==> config.mk <==
export PLATFORM = sky130hd
export DESIGN_NAME = m_mode_unit
export DESIGN_NICKNAME = d
export VERILOG_FILES = /design/src/design/csr_pkg.sv /design/src/design/csr_file.sv /design/src/design/trap_ctrl.sv /design/src/design/m_mode_unit.sv
export SDC_FILE = /design/constraint.sdc
export NUM_CORES = 1
export LEC_CHECK = 0
export ABC_AREA = 1
export BUFFER_PORTS_ARGS = -buffer_cell sky130_fd_sc_hd__buf_2
export CAP_MARGIN = 0
export CORE_MARGIN = 10
export CORE_UTILIZATION = 60
export CTS_CLUSTER_SIZE = 14
export DETAILED_ROUTE_END_ITERATION = 10
export GPL_ROUTABILITY_DRIVEN = 0
export PLACE_DENSITY = 0.84
export SKIP_LAST_GASP = 1
export SYNTH_ARGS = -nofsm -noshare
export SYNTH_HDL_FRONTEND = slang
export SYNTH_HIERARCHICAL = 1
export SYNTH_SLANG_ARGS = --single-unit
==> constraint.sdc <==
create_clock -name clk -period 5.47 [get_ports clk]
set_clock_uncertainty 0.15 [all_clocks]
set_input_delay 1.094 -clock clk [delete_from_list [all_inputs] [get_ports clk]]
set_output_delay 1.094 -clock clk [all_outputs]
set_load 0.01 [all_outputs]
==> src/design/csr_pkg.sv <==
// RV32 machine mode only; mstatus keeps MIE/MPIE, interrupt fields cover three machine sources
`default_nettype none

package csr_pkg;

  // privilege field of a CSR address, bits 9:8
  typedef enum logic [1:0] {
    priv_user       = 2'b00,
    priv_supervisor = 2'b01,
    priv_hypervisor = 2'b10,
    priv_machine    = 2'b11
  } priv_level_e;

  // access field of a CSR address, bits 11:10
  typedef enum logic [1:0] {
    mode_rw       = 2'b00,
    mode_rw_alt   = 2'b01,
    mode_counter  = 2'b10,
    mode_readonly = 2'b11
  } rw_mode_e;

  // implemented machine CSRs
  localparam logic [11:0] csr_mstatus  = 12'h300;
  localparam logic [11:0] csr_mie      = 12'h304;
  localparam logic [11:0] csr_mtvec    = 12'h305;
  localparam logic [11:0] csr_mscratch = 12'h340;
  localparam logic [11:0] csr_mepc     = 12'h341;
  localparam logic [11:0] csr_mcause   = 12'h342;
  localparam logic [11:0] csr_mip      = 12'h344;
  localparam logic [11:0] csr_mhartid  = 12'hf14;
  localparam logic [11:0] csr_mcycle   = 12'hb00;
  localparam logic [11:0] csr_mcycleh  = 12'hb80;

  // only the interrupt enable stack is kept
  typedef struct packed {
    logic [23:0] zero_hi;
    logic        mpie;
    logic [2:0]  zero_mid;
    logic        mie;
    logic [2:0]  zero_lo;
  } mstatus_t;

  // compact mie / mip, bit 11 / 7 / 3 in the full word
  typedef struct packed {
    logic mei;
    logic mti;
    logic msi;
  } irq_bits_t;

  typedef struct packed {
    logic [29:0] base;
    logic [1:0]  mode;
  } mtvec_t;

  // mode 1 vectors interrupts; 0, 2 and 3 behave as direct
  localparam logic [1:0] mtvec_vectored = 2'd1;

  typedef struct packed {
    logic        irq;
    logic [30:0] code;
  } mcause_t;

  localparam logic [30:0] irq_m_soft  = 31'd3;
  localparam logic [30:0] irq_m_timer = 31'd7;
  localparam logic [30:0] irq_m_ext   = 31'd11;

  // one CSR data word seen as raw bits, as mstatus or as mie/mip
  typedef union packed {
    logic [31:0] raw;
    mstatus_t    status;
    struct packed {
      logic [19:0] pad_hi;
      logic        mei;
      logic [2:0]  pad_mid_hi;
      logic        mti;
      logic [2:0]  pad_mid_lo;
      logic        msi;
      logic [2:0]  pad_lo;
    } irq;
  } csr_word_u;

endpackage

`default_nettype wire

==> src/design/csr_file.sv <==
// machine CSRs only; mscratch/mepc/mcause power up unknown, mcause is trap-written, others read 0
`default_nettype none

module csr_file #(
  parameter int          pc_len  = 30,
  parameter logic [31:0] hart_id = 32'd0
) (
  input  wire                clk,
  input  wire                rst_sync,
  input  wire                stall_n,
  input  wire                csr_ren,
  input  wire                csr_wen,
  input  wire [11:0]         csr_addr,
  input  wire [31:0]         csr_wdata,
  output logic [31:0]        csr_rdata,
  input  wire                trap_taken,
  input  wire                trap_return,
  input  wire [pc_len-1:0]   trap_epc,
  input  wire csr_pkg::mcause_t trap_cause,
  input  wire                mextern_int,
  input  wire                msoftware_int,
  input  wire                mtimer_int,
  output csr_pkg::mstatus_t  mstatus,
  output csr_pkg::irq_bits_t mie,
  output csr_pkg::irq_bits_t mip,
  output csr_pkg::mtvec_t    mtvec,
  output logic [pc_len-1:0]  mepc
);
  import csr_pkg::*;

  localparam int pc_zeros = 32 - pc_len;

  // address fields
  rw_mode_e    rw_mode;
  priv_level_e priv;
  logic [7:0]  short_addr;

  // write qualifiers per register
  logic write_en;
  logic wr_mstatus;
  logic wr_mie;
  logic wr_mtvec;
  logic wr_mscratch;
  logic wr_mepc;

  csr_word_u wr_word;
  mstatus_t  wr_status;
  irq_bits_t wr_irq;

  logic [31:0] mscratch;
  mcause_t     mcause;
  logic [63:0] cycle_cnt;
  logic [31:0] rd_word;

  // spread the three irq bits over a 32-bit word
  function automatic logic [31:0] pad_irq(irq_bits_t bits);
    csr_word_u w;
    w.raw = '0;
    w.irq.mei = bits.mei;
    w.irq.mti = bits.mti;
    w.irq.msi = bits.msi;
    return w.raw;
  endfunction

  // restore the dropped low zero bits of a pc
  function automatic logic [31:0] pad_pc(logic [pc_len-1:0] pc);
    return 32'(pc) << pc_zeros;
  endfunction

  assign rw_mode    = rw_mode_e'(csr_addr[11:10]);
  assign priv       = priv_level_e'(csr_addr[9:8]);
  assign short_addr = csr_addr[7:0];

  // only machine read/write space is writable
  assign write_en    = csr_wen && stall_n && priv == priv_machine && rw_mode == mode_rw;
  assign wr_mstatus  = write_en && short_addr == csr_mstatus[7:0];
  assign wr_mie      = write_en && short_addr == csr_mie[7:0];
  assign wr_mtvec    = write_en && short_addr == csr_mtvec[7:0];
  assign wr_mscratch = write_en && short_addr == csr_mscratch[7:0];
  assign wr_mepc     = write_en && short_addr == csr_mepc[7:0];

  // masked views of the write data
  assign wr_word.raw = csr_wdata;
  always_comb begin
    wr_status      = '0;
    wr_status.mie  = wr_word.status.mie;
    wr_status.mpie = wr_word.status.mpie;
    wr_irq         = '{mei: wr_word.irq.mei, mti: wr_word.irq.mti, msi: wr_word.irq.msi};
  end

  // pending bits follow the interrupt lines directly
  assign mip = '{mei: mextern_int, mti: mtimer_int, msi: msoftware_int};

  // free running, stall does not hold it
  always_ff @(posedge clk, posedge rst_sync) begin
    if (rst_sync) begin
      cycle_cnt <= '0;
    end else begin
      cycle_cnt <= cycle_cnt + 64'd1;
    end
  end

  // control registers, software write beats trap stack update
  always_ff @(posedge clk, posedge rst_sync) begin
    if (rst_sync) begin
      mstatus <= '0;
      mie     <= '0;
      mtvec   <= '0;
    end else begin
      if (wr_mstatus) begin
        mstatus <= wr_status;
      end else if (trap_taken) begin
        // push the enable stack
        mstatus.mpie <= mstatus.mie;
        mstatus.mie  <= 1'b0;
      end else if (trap_return) begin
        // pop it again
        mstatus.mie  <= mstatus.mpie;
        mstatus.mpie <= 1'b1;
      end
      if (wr_mie) begin
        mie <= wr_irq;
      end
      if (wr_mtvec) begin
        mtvec <= wr_word.raw;
      end
    end
  end

  // trap payload
  always_ff @(posedge clk) begin
    if (wr_mscratch) begin
      mscratch <= csr_wdata;
    end
    if (wr_mepc) begin
      mepc <= csr_wdata[31:pc_zeros];
    end else if (trap_taken) begin
      mepc <= trap_epc;
    end
    if (trap_taken) begin
      mcause <= trap_cause;
    end
  end

  // read mux
  always_comb begin
    rd_word = '0;
    if (priv == priv_machine) begin
      unique case (rw_mode)
        mode_readonly: begin
          if (short_addr == csr_mhartid[7:0]) rd_word = hart_id;
        end
        mode_counter: begin
          if (short_addr == csr_mcycle[7:0]) rd_word = cycle_cnt[31:0];
          if (short_addr == csr_mcycleh[7:0]) rd_word = cycle_cnt[63:32];
        end
        mode_rw: begin
          case (short_addr)
            csr_mstatus[7:0]:  rd_word = mstatus;
            csr_mie[7:0]:      rd_word = pad_irq(mie);
            csr_mtvec[7:0]:    rd_word = mtvec;
            csr_mscratch[7:0]: rd_word = mscratch;
            csr_mepc[7:0]:     rd_word = pad_pc(mepc);
            csr_mcause[7:0]:   rd_word = mcause;
            csr_mip[7:0]:      rd_word = pad_irq(mip);
            default:           rd_word = '0;
          endcase
        end
        // custom read/write space is not implemented
        default: rd_word = '0;
      endcase
    end
  end

  assign csr_rdata = csr_ren ? rd_word : 32'd0;

endmodule

`default_nettype wire

==> src/design/trap_ctrl.sv <==
// interrupts are taken only at a retire boundary; mtvec modes other than 1 act as direct
`default_nettype none

module trap_ctrl #(
  parameter int pc_len = 30
) (
  input  wire                 clk,
  input  wire                 rst_sync,
  input  wire                 stall_n,
  input  wire                 instr_retire,
  input  wire                 exc_valid,
  input  wire [30:0]          exc_code,
  input  wire [31:0]          exc_pc,
  input  wire [31:0]          retire_next_pc,
  input  wire                 mret,
  input  wire csr_pkg::mstatus_t  mstatus,
  input  wire csr_pkg::irq_bits_t mie,
  input  wire csr_pkg::irq_bits_t mip,
  input  wire csr_pkg::mtvec_t    mtvec,
  input  wire [pc_len-1:0]    mepc,
  output logic                trap_taken,
  output logic                trap_return,
  output logic [pc_len-1:0]   trap_epc,
  output csr_pkg::mcause_t    trap_cause,
  output logic                redirect_valid,
  output logic [31:0]         redirect_pc
);
  import csr_pkg::*;

  localparam int pc_zeros = 32 - pc_len;

  irq_bits_t   irq_pend;
  logic        irq_ready;
  logic [30:0] irq_code;
  logic        take_exc;
  logic        take_irq;
  logic [31:0] base_addr;
  logic [31:0] vec_offset;
  logic [31:0] next_pc;

  // enabled and pending, gated by global enable at a boundary
  assign irq_pend  = mie & mip;
  assign irq_ready = instr_retire && mstatus.mie && (|irq_pend);

  // fixed priority ext then soft then timer
  always_comb begin
    if (irq_pend.mei) begin
      irq_code = irq_m_ext;
    end else if (irq_pend.msi) begin
      irq_code = irq_m_soft;
    end else begin
      irq_code = irq_m_timer;
    end
  end

  // exception over interrupt over mret
  assign take_exc    = stall_n && exc_valid;
  assign take_irq    = stall_n && !exc_valid && irq_ready;
  assign trap_taken  = take_exc || take_irq;
  assign trap_return = stall_n && !exc_valid && !irq_ready && mret;

  // cause and return address for the csr file
  assign trap_cause = take_exc ? '{irq: 1'b0, code: exc_code} : '{irq: 1'b1, code: irq_code};
  assign trap_epc   = take_exc ? exc_pc[31:pc_zeros] : retire_next_pc[31:pc_zeros];

  // handler address
  assign base_addr  = {mtvec.base, 2'b00};
  assign vec_offset = {irq_code[29:0], 2'b00};

  always_comb begin
    if (trap_return) begin
      // back to the saved pc
      next_pc = 32'(mepc) << pc_zeros;
    end else if (take_irq && mtvec.mode == mtvec_vectored) begin
      next_pc = base_addr + vec_offset;
    end else begin
      next_pc = base_addr;
    end
  end

  // one cycle pulse per event
  always_ff @(posedge clk, posedge rst_sync) begin
    if (rst_sync) begin
      redirect_valid <= 1'b0;
    end else begin
      redirect_valid <= trap_taken || trap_return;
    end
  end

  // target held until the next event
  always_ff @(posedge clk) begin
    if (trap_taken || trap_return) begin
      redirect_pc <= next_pc;
    end
  end

endmodule

`default_nettype wire

==> src/design/m_mode_unit.sv <==
// machine mode control block; redirect follows a trap or mret by one cycle, stall_n low holds events
`default_nettype none

module m_mode_unit #(
  parameter int          pc_len  = 30,
  parameter logic [31:0] hart_id = 32'd0
) (
  input  wire         clk,
  input  wire         rst_sync,
  input  wire         stall_n,
  input  wire         instr_retire,
  input  wire         csr_ren,
  input  wire         csr_wen,
  input  wire [11:0]  csr_addr,
  input  wire [31:0]  csr_wdata,
  output logic [31:0] csr_rdata,
  input  wire         exc_valid,
  input  wire [30:0]  exc_code,
  input  wire [31:0]  exc_pc,
  input  wire [31:0]  retire_next_pc,
  input  wire         mret,
  input  wire         mextern_int,
  input  wire         msoftware_int,
  input  wire         mtimer_int,
  output logic        redirect_valid,
  output logic [31:0] redirect_pc
);
  import csr_pkg::*;

  // csr state toward the trap controller
  mstatus_t          mstatus;
  irq_bits_t         mie;
  irq_bits_t         mip;
  mtvec_t            mtvec;
  logic [pc_len-1:0] mepc;

  // trap events back into the csr file
  logic              trap_taken;
  logic              trap_return;
  logic [pc_len-1:0] trap_epc;
  mcause_t           trap_cause;

  csr_file #(
    .pc_len  (pc_len),
    .hart_id (hart_id)
  ) csr_file_inst (
    .clk           (clk),
    .rst_sync      (rst_sync),
    .stall_n       (stall_n),
    .csr_ren       (csr_ren),
    .csr_wen       (csr_wen),
    .csr_addr      (csr_addr),
    .csr_wdata     (csr_wdata),
    .csr_rdata     (csr_rdata),
    .trap_taken    (trap_taken),
    .trap_return   (trap_return),
    .trap_epc      (trap_epc),
    .trap_cause    (trap_cause),
    .mextern_int   (mextern_int),
    .msoftware_int (msoftware_int),
    .mtimer_int    (mtimer_int),
    .mstatus       (mstatus),
    .mie           (mie),
    .mip           (mip),
    .mtvec         (mtvec),
    .mepc          (mepc)
  );

  trap_ctrl #(
    .pc_len (pc_len)
  ) trap_ctrl_inst (
    .clk            (clk),
    .rst_sync       (rst_sync),
    .stall_n        (stall_n),
    .instr_retire   (instr_retire),
    .exc_valid      (exc_valid),
    .exc_code       (exc_code),
    .exc_pc         (exc_pc),
    .retire_next_pc (retire_next_pc),
    .mret           (mret),
    .mstatus        (mstatus),
    .mie            (mie),
    .mip            (mip),
    .mtvec          (mtvec),
    .mepc           (mepc),
    .trap_taken     (trap_taken),
    .trap_return    (trap_return),
    .trap_epc       (trap_epc),
    .trap_cause     (trap_cause),
    .redirect_valid (redirect_valid),
    .redirect_pc    (redirect_pc)
  );

endmodule

`default_nettype wire

# Yosys cells after proc, flatten, opt, wreduce, memory -nomap -nowiden
# Index checks and enable logic that the tools add are counted.
dict set report word_totals {
  reg_bits 228
  latch_bits 0
  ramBits 0
  rom_bits 0
  in_bits 150
  word_cells 75
  memories 0
}
dict set report op_classes {
  addsub 2
  mul 0
  div 0
  order_cmp 0
  eq_ne 10
  shifts 0
  n_mux 20
  n_bitwise 2
  reduce_logical 26
}
# operator count
set ops {}
lappend ops {{2-to-1 mux 32 bit} 7}
lappend ops {{one-hot mux 32 bit (7 select lines)} 1}
lappend ops {{2-to-1 mux 30 bit} 3}
lappend ops {{adder 64 x 1 -> 64 bit (second input constant)} 1}
lappend ops {{one-hot mux 32 bit (2 select lines)} 1}
lappend ops {{adder 32 bit} 1}
lappend ops {{== test 8 x 7 -> 1 bit (second input constant)} 4}
lappend ops {{== test 8 x 3 -> 1 bit (second input constant)} 2}
lappend ops {{logical AND 1 bit} 16}
lappend ops {{== test 8 bit (second input constant)} 1}
lappend ops {{zero test 8 bit} 1}
lappend ops {{2-to-1 mux 1 bit} 6}
lappend ops {{== test 2 bit (second input constant)} 2}
lappend ops {{2-to-1 mux 4 bit} 1}
lappend ops {{AND 3 bit} 1}
lappend ops {{2-to-1 mux 3 bit} 1}
lappend ops {{nonzero test 3 bit} 1}
lappend ops {{OR reduction 3 bit} 1}
lappend ops {{== test 2 x 1 -> 1 bit (second input constant)} 1}
lappend ops {{zero test 1 bit} 2}
lappend ops {{zero test 2 bit} 1}
lappend ops {{logical OR 1 bit} 2}
lappend ops {{nonzero test 2 bit} 1}
lappend ops {{OR reduction 2 bit} 1}
lappend ops {{NOT 1 bit} 1}

# Longest topological paths before layout
# Gate-level depths: netlist of the first run.
dict set report logic_depth {
  depth_word 9
  ltp_mapped 17
  ltp_nobuf 16
}

# Modules after synthesis
# Netlist of the first run, hierarchy kept.
# mod n_inst cells_each area_per_inst_um2 seq_area_each_um2
set modules_own_cells {}
lappend modules_own_cells {csr_file 1 1270 10415.0 5350.1}
lappend modules_own_cells {trap_ctrl 1 548 3175.5 925.9}

# Worst setup path before layout of the first run
# No wires, ideal clock.
dict set report synth_timing {
  kind {input -> register}
  start {input mextern_int}
  end {register csr_file_inst.mepc[0] (enable)}
  setup_ps 387
  arrival_time_ps 3107
  required_ps 4933
  setup_slack_ps 1826
  path_stages 7
  path_buffers 1
  path_cell_list {buf_4 nand2_1 nand3_2 nand3_2 nand2_1 inv_1 nand2_1}
}
dict set report synth_via {
  elab_chain_cells 6
}
# item line_no
set synth_lines {}
lappend synth_lines {{start: declaration} m_mode_unit.sv:22} ;# input wire mextern_int,
lappend synth_lines {{AND 3 bit} trap_ctrl.sv:42} ;# assign irq_pend = mie & mip;
lappend synth_lines {{OR reduction 3 bit} trap_ctrl.sv:43} ;# assign irq_ready = instr_retire && mstatus.mie && (|irq_pend);
lappend synth_lines {{logical AND 1 bit} trap_ctrl.sv:43}
lappend synth_lines {{logical AND 1 bit} trap_ctrl.sv:58} ;# assign take_irq = stall_n && !exc_valid && irq_ready;
lappend synth_lines {{logical OR 1 bit} trap_ctrl.sv:59} ;# assign trap_taken = take_exc || take_irq;
lappend synth_lines {{net trap_taken} m_mode_unit.sv:38} ;# logic trap_taken;
lappend synth_lines {{nonzero test 2 bit (no source line)} --}
lappend synth_lines {{end signal: assignment} csr_file.sv:136} ;# mepc <= csr_wdata[31:pc_zeros];
lappend synth_lines {{end signal: assignment} csr_file.sv:138} ;# mepc <= trap_epc;
lappend synth_lines {{end: declaration} csr_file.sv:27} ;# output logic [pc_len-1:0] mepc
# The timed path passes the listed nets, and every way through them passes these cells.
# A chain may end at the register's enable or synchronous reset.

# Worst setup path after layout of the first run
dict set report layout_timing {
  start {input csr_addr[4]}
  end {output csr_rdata[24]}
}
dict set report layout_via {
  elab_chain_cells 6
}
# item line_no
set layout_lines {}
lappend layout_lines {{start: declaration} m_mode_unit.sv:14} ;# input wire [11:0] csr_addr,
lappend layout_lines {{parallel branches: the longest is 3 deep, another holds one-hot mux 32 bit (7 select lines)} --}
lappend layout_lines {{one-hot mux 32 bit (2 select lines) *} csr_file.sv:149} ;# unique case (rw_mode)
lappend layout_lines {{2-to-1 mux 32 bit *} csr_file.sv:148} ;# if (priv == priv_machine) begin
lappend layout_lines {{2-to-1 mux 32 bit *} csr_file.sv:175} ;# assign csr_rdata = csr_ren ? rd_word : 32'd0;
lappend layout_lines {{end: declaration} m_mode_unit.sv:16} ;# output logic [31:0] csr_rdata,
# Every way passes the cells marked *.

==> results of run 1 <==
through the flow:
step	instance area (µm²)	setup slack, ns
finish	15300	0.917
global route	15300	0.831
CTS	15300	1.09
detailed placement	14600	1.11
global placement	14600	1.11
floorplan	13400	1.58
layout by cell type, fill, tap and decap left out, types with 5 or more instances in the layout:
cell,count
buf_4,15
nand3_1,106
buf_2,208
dfrtp_1,102
nand2_2,15
nand4_1,24
nor2_1,153
xor2_1,55
nor2_4,12
a21oi_1,39
nor2_2,18
clkinv_2,6
edfxtp_1,124
clkinv_1,5
nand3b_1,5
o22ai_1,23
nor3_2,6
inv_2,12
clkbuf_16,25
o21ai_1,30
o21ai_0,87
nand2_1,659
clkbuf_1,7
inv_1,182
nor3_1,39
metal layers:
layer | part of all wire [%] | wire length [µm] | vias up | global-route usage (%)
met5 | 0 | 0 | - | 0
met4 | 8.2 | 3700 | 0 | 19.5
met3 | 12 | 5600 | 236 | 6.92
met2 | 44 | 20000 | 1057 | 47.2
met1 | 35 | 15900 | 5901 | 37.5
li1 | - | - | 6093 | -
final timing paths:
path                                                   from  cells past startpoint                             to  slack, ns
worst min-delay path                               rst_sync                      2  trap_ctrl_inst/redirect_valid       0.27
worst max register to register         csr_file_inst/mie[2]                      7  trap_ctrl_inst/redirect_pc[3]       2.44
worst min register to register  csr_file_inst/cycle_cnt[21]                      1    csr_file_inst/cycle_cnt[21]       0.35
worst max-delay path                            csr_addr[4]                     12                  csr_rdata[24]       0.92
max in group asynchronous                          rst_sync                      3     csr_file_inst/cycle_cnt[5]       3.54
min in group clk                csr_file_inst/cycle_cnt[21]                      1    csr_file_inst/cycle_cnt[21]       0.35
final cells by class:
cell class / count / area [µm²] / share of cell area, %
well taps: 280 / 350 / 2.28
inverters: 197 / 743 / 4.85
clock inverters: 11 / 78.8 / 0.514
multi-input cells: 1301 / 6040 / 39.4
clock buffers: 35 / 693 / 4.52
repair buffers: 223 / 1150 / 7.52
flip-flops and latches: 226 / 6280 / 40.9
where the power goes:
part	switching [mW]	internal, mW	total (mW)
registers	0.0261	1.85	1.88
logic	0.163	0.0804	0.244
clock network	0.681	0.928	1.61
total	0.870	2.86	3.73
worst reg2reg max path, delay by kind of cell (launching register included):
kind	cells	cell delay, ns
AOI/OAI and AO/OA	1	0.37
DFF	1	0.40
buffers and inverters	2	1.17
and+or+nand+nor	4	0.62
sequential cells by signal (all words and copies together), names as in the netlist:
register / count
csr_file_inst/mtvec: 32
csr_file_inst/mie: 3
csr_file_inst/mepc: 30
trap_ctrl_inst/redirect_valid: 1
csr_file_inst/mstatus: 2
csr_file_inst/mcause: 32
csr_file_inst/cycle_cnt: 64
trap_ctrl_inst/redirect_pc: 30
csr_file_inst/mscratch: 32
==> results.cfg, run 1 <==
[run_status]
status = complete, no violations

[clocking]
cts_resized = 0
ctsHoldBuffers = 0
clock-sinks = 226
cts_setup_buffers = 0
clockRootBuffer = clkbuf_16
clkTransAtPathRegs_ns = 0.06
cts_buffer_depth = 3
insertion_delay_ns = 0.53
cts_tree = done
cts_htree_levels = 1
numCtsBuffers = 25

[synth]
syn-cell-area_um2 = 13400
avgSynthCellArea_um2 = 7.48
yosysWarningCount = 6
syn_inst = 1787

[sta]
rsz0062_at_grt = false
slew_violations = 0
layout_worst_path_cycle_share_pct = 83.2
fmaxAchievable_ghz = 0.220
worst_pin_slew_ns = 1.20
hold_viol_final = 0
period_minus_slack_ns = 4.55
final.setup.tns_ns = 0
slew_headroom_pct = 20.0
fin_hold_ws_ns = 0.270
setup_viol = 0

[detailed_routing]
wire_per_inst_um = 19.9
ant_nets = 0
wirelength_um = 45200
drt-vias-per-instance = 5.85
drt-pass1-iter-count = 8
vias = 13300
drc_errors = 0
drt_iter0_markers = 1930

[placement]
hpwlAfterDp_um = 34100
dp_cells = 2227
io_buffers = 208

[final_layout]
drive_gt1_share_pct = 16.8
area_delta_synth_final_pct = 14.7
nFillCells = 1736
n_antenna_cell = 0
final_util_pct = 70.0
layoutNonFillerInstCount = 2273
nets = 2128

[die]
die_w_um = 169
coreArea_um2 = 21900
start_util_pct = 61.0
die_h_um = 169
die_area_um2 = 28600
rows = 54
io_pins = 215

[critical_path]
crit_type = in2out
critPathCaptureType = primary output
path_common_cell = nand2_1
critPathMaxStageDelay_ns = 0.63
cp_cell_sequence = buf_2, inv_1, nand2_1, nor2_4, buf_4, nand2_1, clkinv_2, nand2_1, nand2_1, o21ai_0, a21oi_1, buf_2
crit_path_max_fanout = 28
critPathLaunchType = input pin
critPathSlowestCell = o21ai_0
cp_top_family = buffers and inverters
worst-path-buf-inv = 5
cp_data_required_time_ns = 4.23
arrival_ns = 3.31

[job]
cap_violations = 0

[global_routing]
grt_first_pass_wirelength_um = 68800
grt_max_degree = 63
grt_use_total_pct = 30.4
antenna_found_initial = 0
grt_pass1_vias = 12700
grt_overflow_total = 0

[power_and_ir_drop]
power.total_mw = 3.73
static-leakage-power_nw = 6.94
power.density_nw_per_um2 = 243
ir_drop_mv = 0.256

[hold_path]
worstHoldPathType = in2async
(Power assumes the default switching activity.)
==> inputs of run 2 (changes only) <==
--- a/config.mk
+++ b/config.mk
@@ -9,11 +9,11 @@
 export BUFFER_PORTS_ARGS = -buffer_cell sky130_fd_sc_hd__buf_2
 export CAP_MARGIN = 0
 export CORE_MARGIN = 10
-export CORE_UTILIZATION = 60
+export CORE_UTILIZATION = 52
 export CTS_CLUSTER_SIZE = 14
 export DETAILED_ROUTE_END_ITERATION = 10
 export GPL_ROUTABILITY_DRIVEN = 0
-export PLACE_DENSITY = 0.84
+export PLACE_DENSITY = 0.77
 export SKIP_LAST_GASP = 1
 export SYNTH_ARGS = -nofsm -noshare
 export SYNTH_HDL_FRONTEND = slang
==> constraint.sdc (replaced) <==
create_clock -name clk -period 4.1 [get_ports clk]
set_clock_uncertainty 0.15 [all_clocks]
set_input_delay 0.82 -clock clk [delete_from_list [all_inputs] [get_ports clk]]
set_output_delay 0.82 -clock clk [all_outputs]
set_load 0.01 [all_outputs]
==> results.cfg, run 2 (same netlist as run 1, synthesis figures left out) <==
[run_status]
status = complete, no violations

[sta]
slew_violations = 0
final.setup.tns_ns = 0
period_minus_slack_ns = 4.04
worst_pin_slew_ns = 0.987
rsz0062_at_grt = false
layout_worst_path_cycle_share_pct = 98.4
fmaxAchievable_ghz = 0.248
hold_viol_final = 0
fin_ws_ns = 0.0640
slew_headroom_pct = 33.5
setup_viol = 0

[die]
io_pins = 215
die_w_um = 180
start_util_pct = 52.9
rows = 58
die_area_um2 = 32500
coreArea_um2 = 25300
die_h_um = 180

[final_layout]
largest_register_ffs = 64
final_util_pct = 61.7
finish.instance_area_um2 = 15600
final_cell_mix = nand2_1 (659), buf_2 (208), inv_1 (182), nor2_1 (153), edfxtp_1 (124)
drive_gt1_share_pct = 17.5
area_delta_synth_final_pct = 16.6
top_register = csr_file_inst/cycle_cnt
nets = 2137
final_common_cell = nand2_1

[placement]
io_buffers = 208
dp_slack_ns = 0.365
hpwlAfterDp_um = 35400
place_area_um2 = 14700

[global_routing]
grt_use_total_pct = 27.5
grt_first_pass_wirelength_um = 71100
antenna_found_initial = 3
grt_pass1_vias = 12800
grt_overflow_total = 0
grt_max_degree = 63

[clocking]
insertion_delay_ns = 0.54
clockRootBuffer = clkbuf_16
clkTransAtPathRegs_ns = 0.06
numCtsBuffers = 25
cts_tree = done
cts_buffer_depth = 3
cts_setup_buffers = 0
cts_htree_levels = 1
clock-sinks = 226

[detailed_routing]
ant_nets = 0
drt-vias-per-instance = 5.70
vias = 13300
wirelength_um = 46800
drt-pass1-iter-count = 7
wire_per_inst_um = 20.1
drt_iter0_markers = 1479
drc_errors = 0

[job]
cap_violations = 0

[critical_path]
worstRegToRegCells = 10
cp_data_required_time_ns = 3.13
critPathLaunchType = input pin
arrival_ns = 3.07
crit_type = in2out
crit_path_max_fanout = 28
critPathCaptureType = primary output

[hold_path]
hold_path_depth = 1
worstHoldPathType = in2reg

[power_and_ir_drop]
ir_drop_mv = 0.283
power.density_nw_per_um2 = 336
static-leakage-power_nw = 7.03
-- run 2: cell types whose count changed in the layout (fill, tap and decap cells not counted), sizes merged --
cell | before | now
buf | 223 | 231
diode | 0 | 1
dlygate4sd3 | 0 | 1
clkinv | 11 | 9
clkinvlp | 0 | 2
clkbuf | 35 | 32
bufinv | 1 | 4
-- run 2: per-layer routing --
metal  track usage (%)  share of wire, %  vias up
met5                 0             0.053        -
met4              14.0               6.4        4
met3              6.20                12      202
met2              44.8                46      941
met1              33.6                36     6040
li1                  -                 -     6107
-- run 2: layout make-up --
cell class	count	area (µm²)
Sequential cell	226	6280
Clock buffer	32	693
Fill cell	2201	9670
Clock inverter	14	183
Tap cell	330	413
Timing Repair Buffer	232	1240
Antenna cell	1	2.50
Multi-Input combinational cell	1301	6040
Inverter	197	743
-- run 2: worst max-delay path, stage by stage --
cell and delay (ns):
buf_2 0.10, inv_1 0.05, nand2_2 0.13, nor2_2 0.09, nand2_1 0.13, clkinv_2 0.36, nand2_1 0.17, nand2_1 0.08
o21ai_0 0.78, a21oi_1 0.16, buf_2 0.20
-- run 2: final timing paths --
| kind | start | end | slack, ns |
|---|---|---|---|
| setup / recovery | csr_addr[2] | csr_rdata[26] | 0.06 |
| hold / removal | csr_wdata[22] | csr_file_inst/mscratch[22] | 0.32 |
| setup reg to reg | csr_file_inst/mie[2] | csr_file_inst/mstatus[7] | 1.18 |
| hold reg to reg | csr_file_inst/cycle_cnt[63] | csr_file_inst/cycle_cnt[63] | 0.35 |
| max in group asynchronous | rst_sync | csr_file_inst/cycle_cnt[41] | 2.11 |
| min in group asynchronous | rst_sync | trap_ctrl_inst/redirect_valid | 0.55 |
-- run 2: repair_timing --
item | in CTS | in global routing
gates resized for setup | 0 | 0
endpoints found under the setup margin | 0 | 0
endpoints found under the hold margin | 1 | 0
hold buffers | 1 | 0
-- run 2: power by group --
group	total (mW)	internal [mW]	leakage (nW)	switching, mW
Combinational	0.332	0.110	4.04	0.221
Clock	2.40	1.45	0.428	0.955
Sequential	2.51	2.47	2.56	0.0349
-- run 2: per-stage QoR --
step | std cells | power [mW] | hold WS, ns
floorplan | 1788 | 2.70 | 0.312
global placement | 2285 | 2.87 | 0.328
detailed placement | 2285 | 2.88 | 0.334
CTS | 2332 | 5.26 | 0.313
global route | 2332 | 5.38 | 0.322
finish | 2333 | 5.24 | 0.325
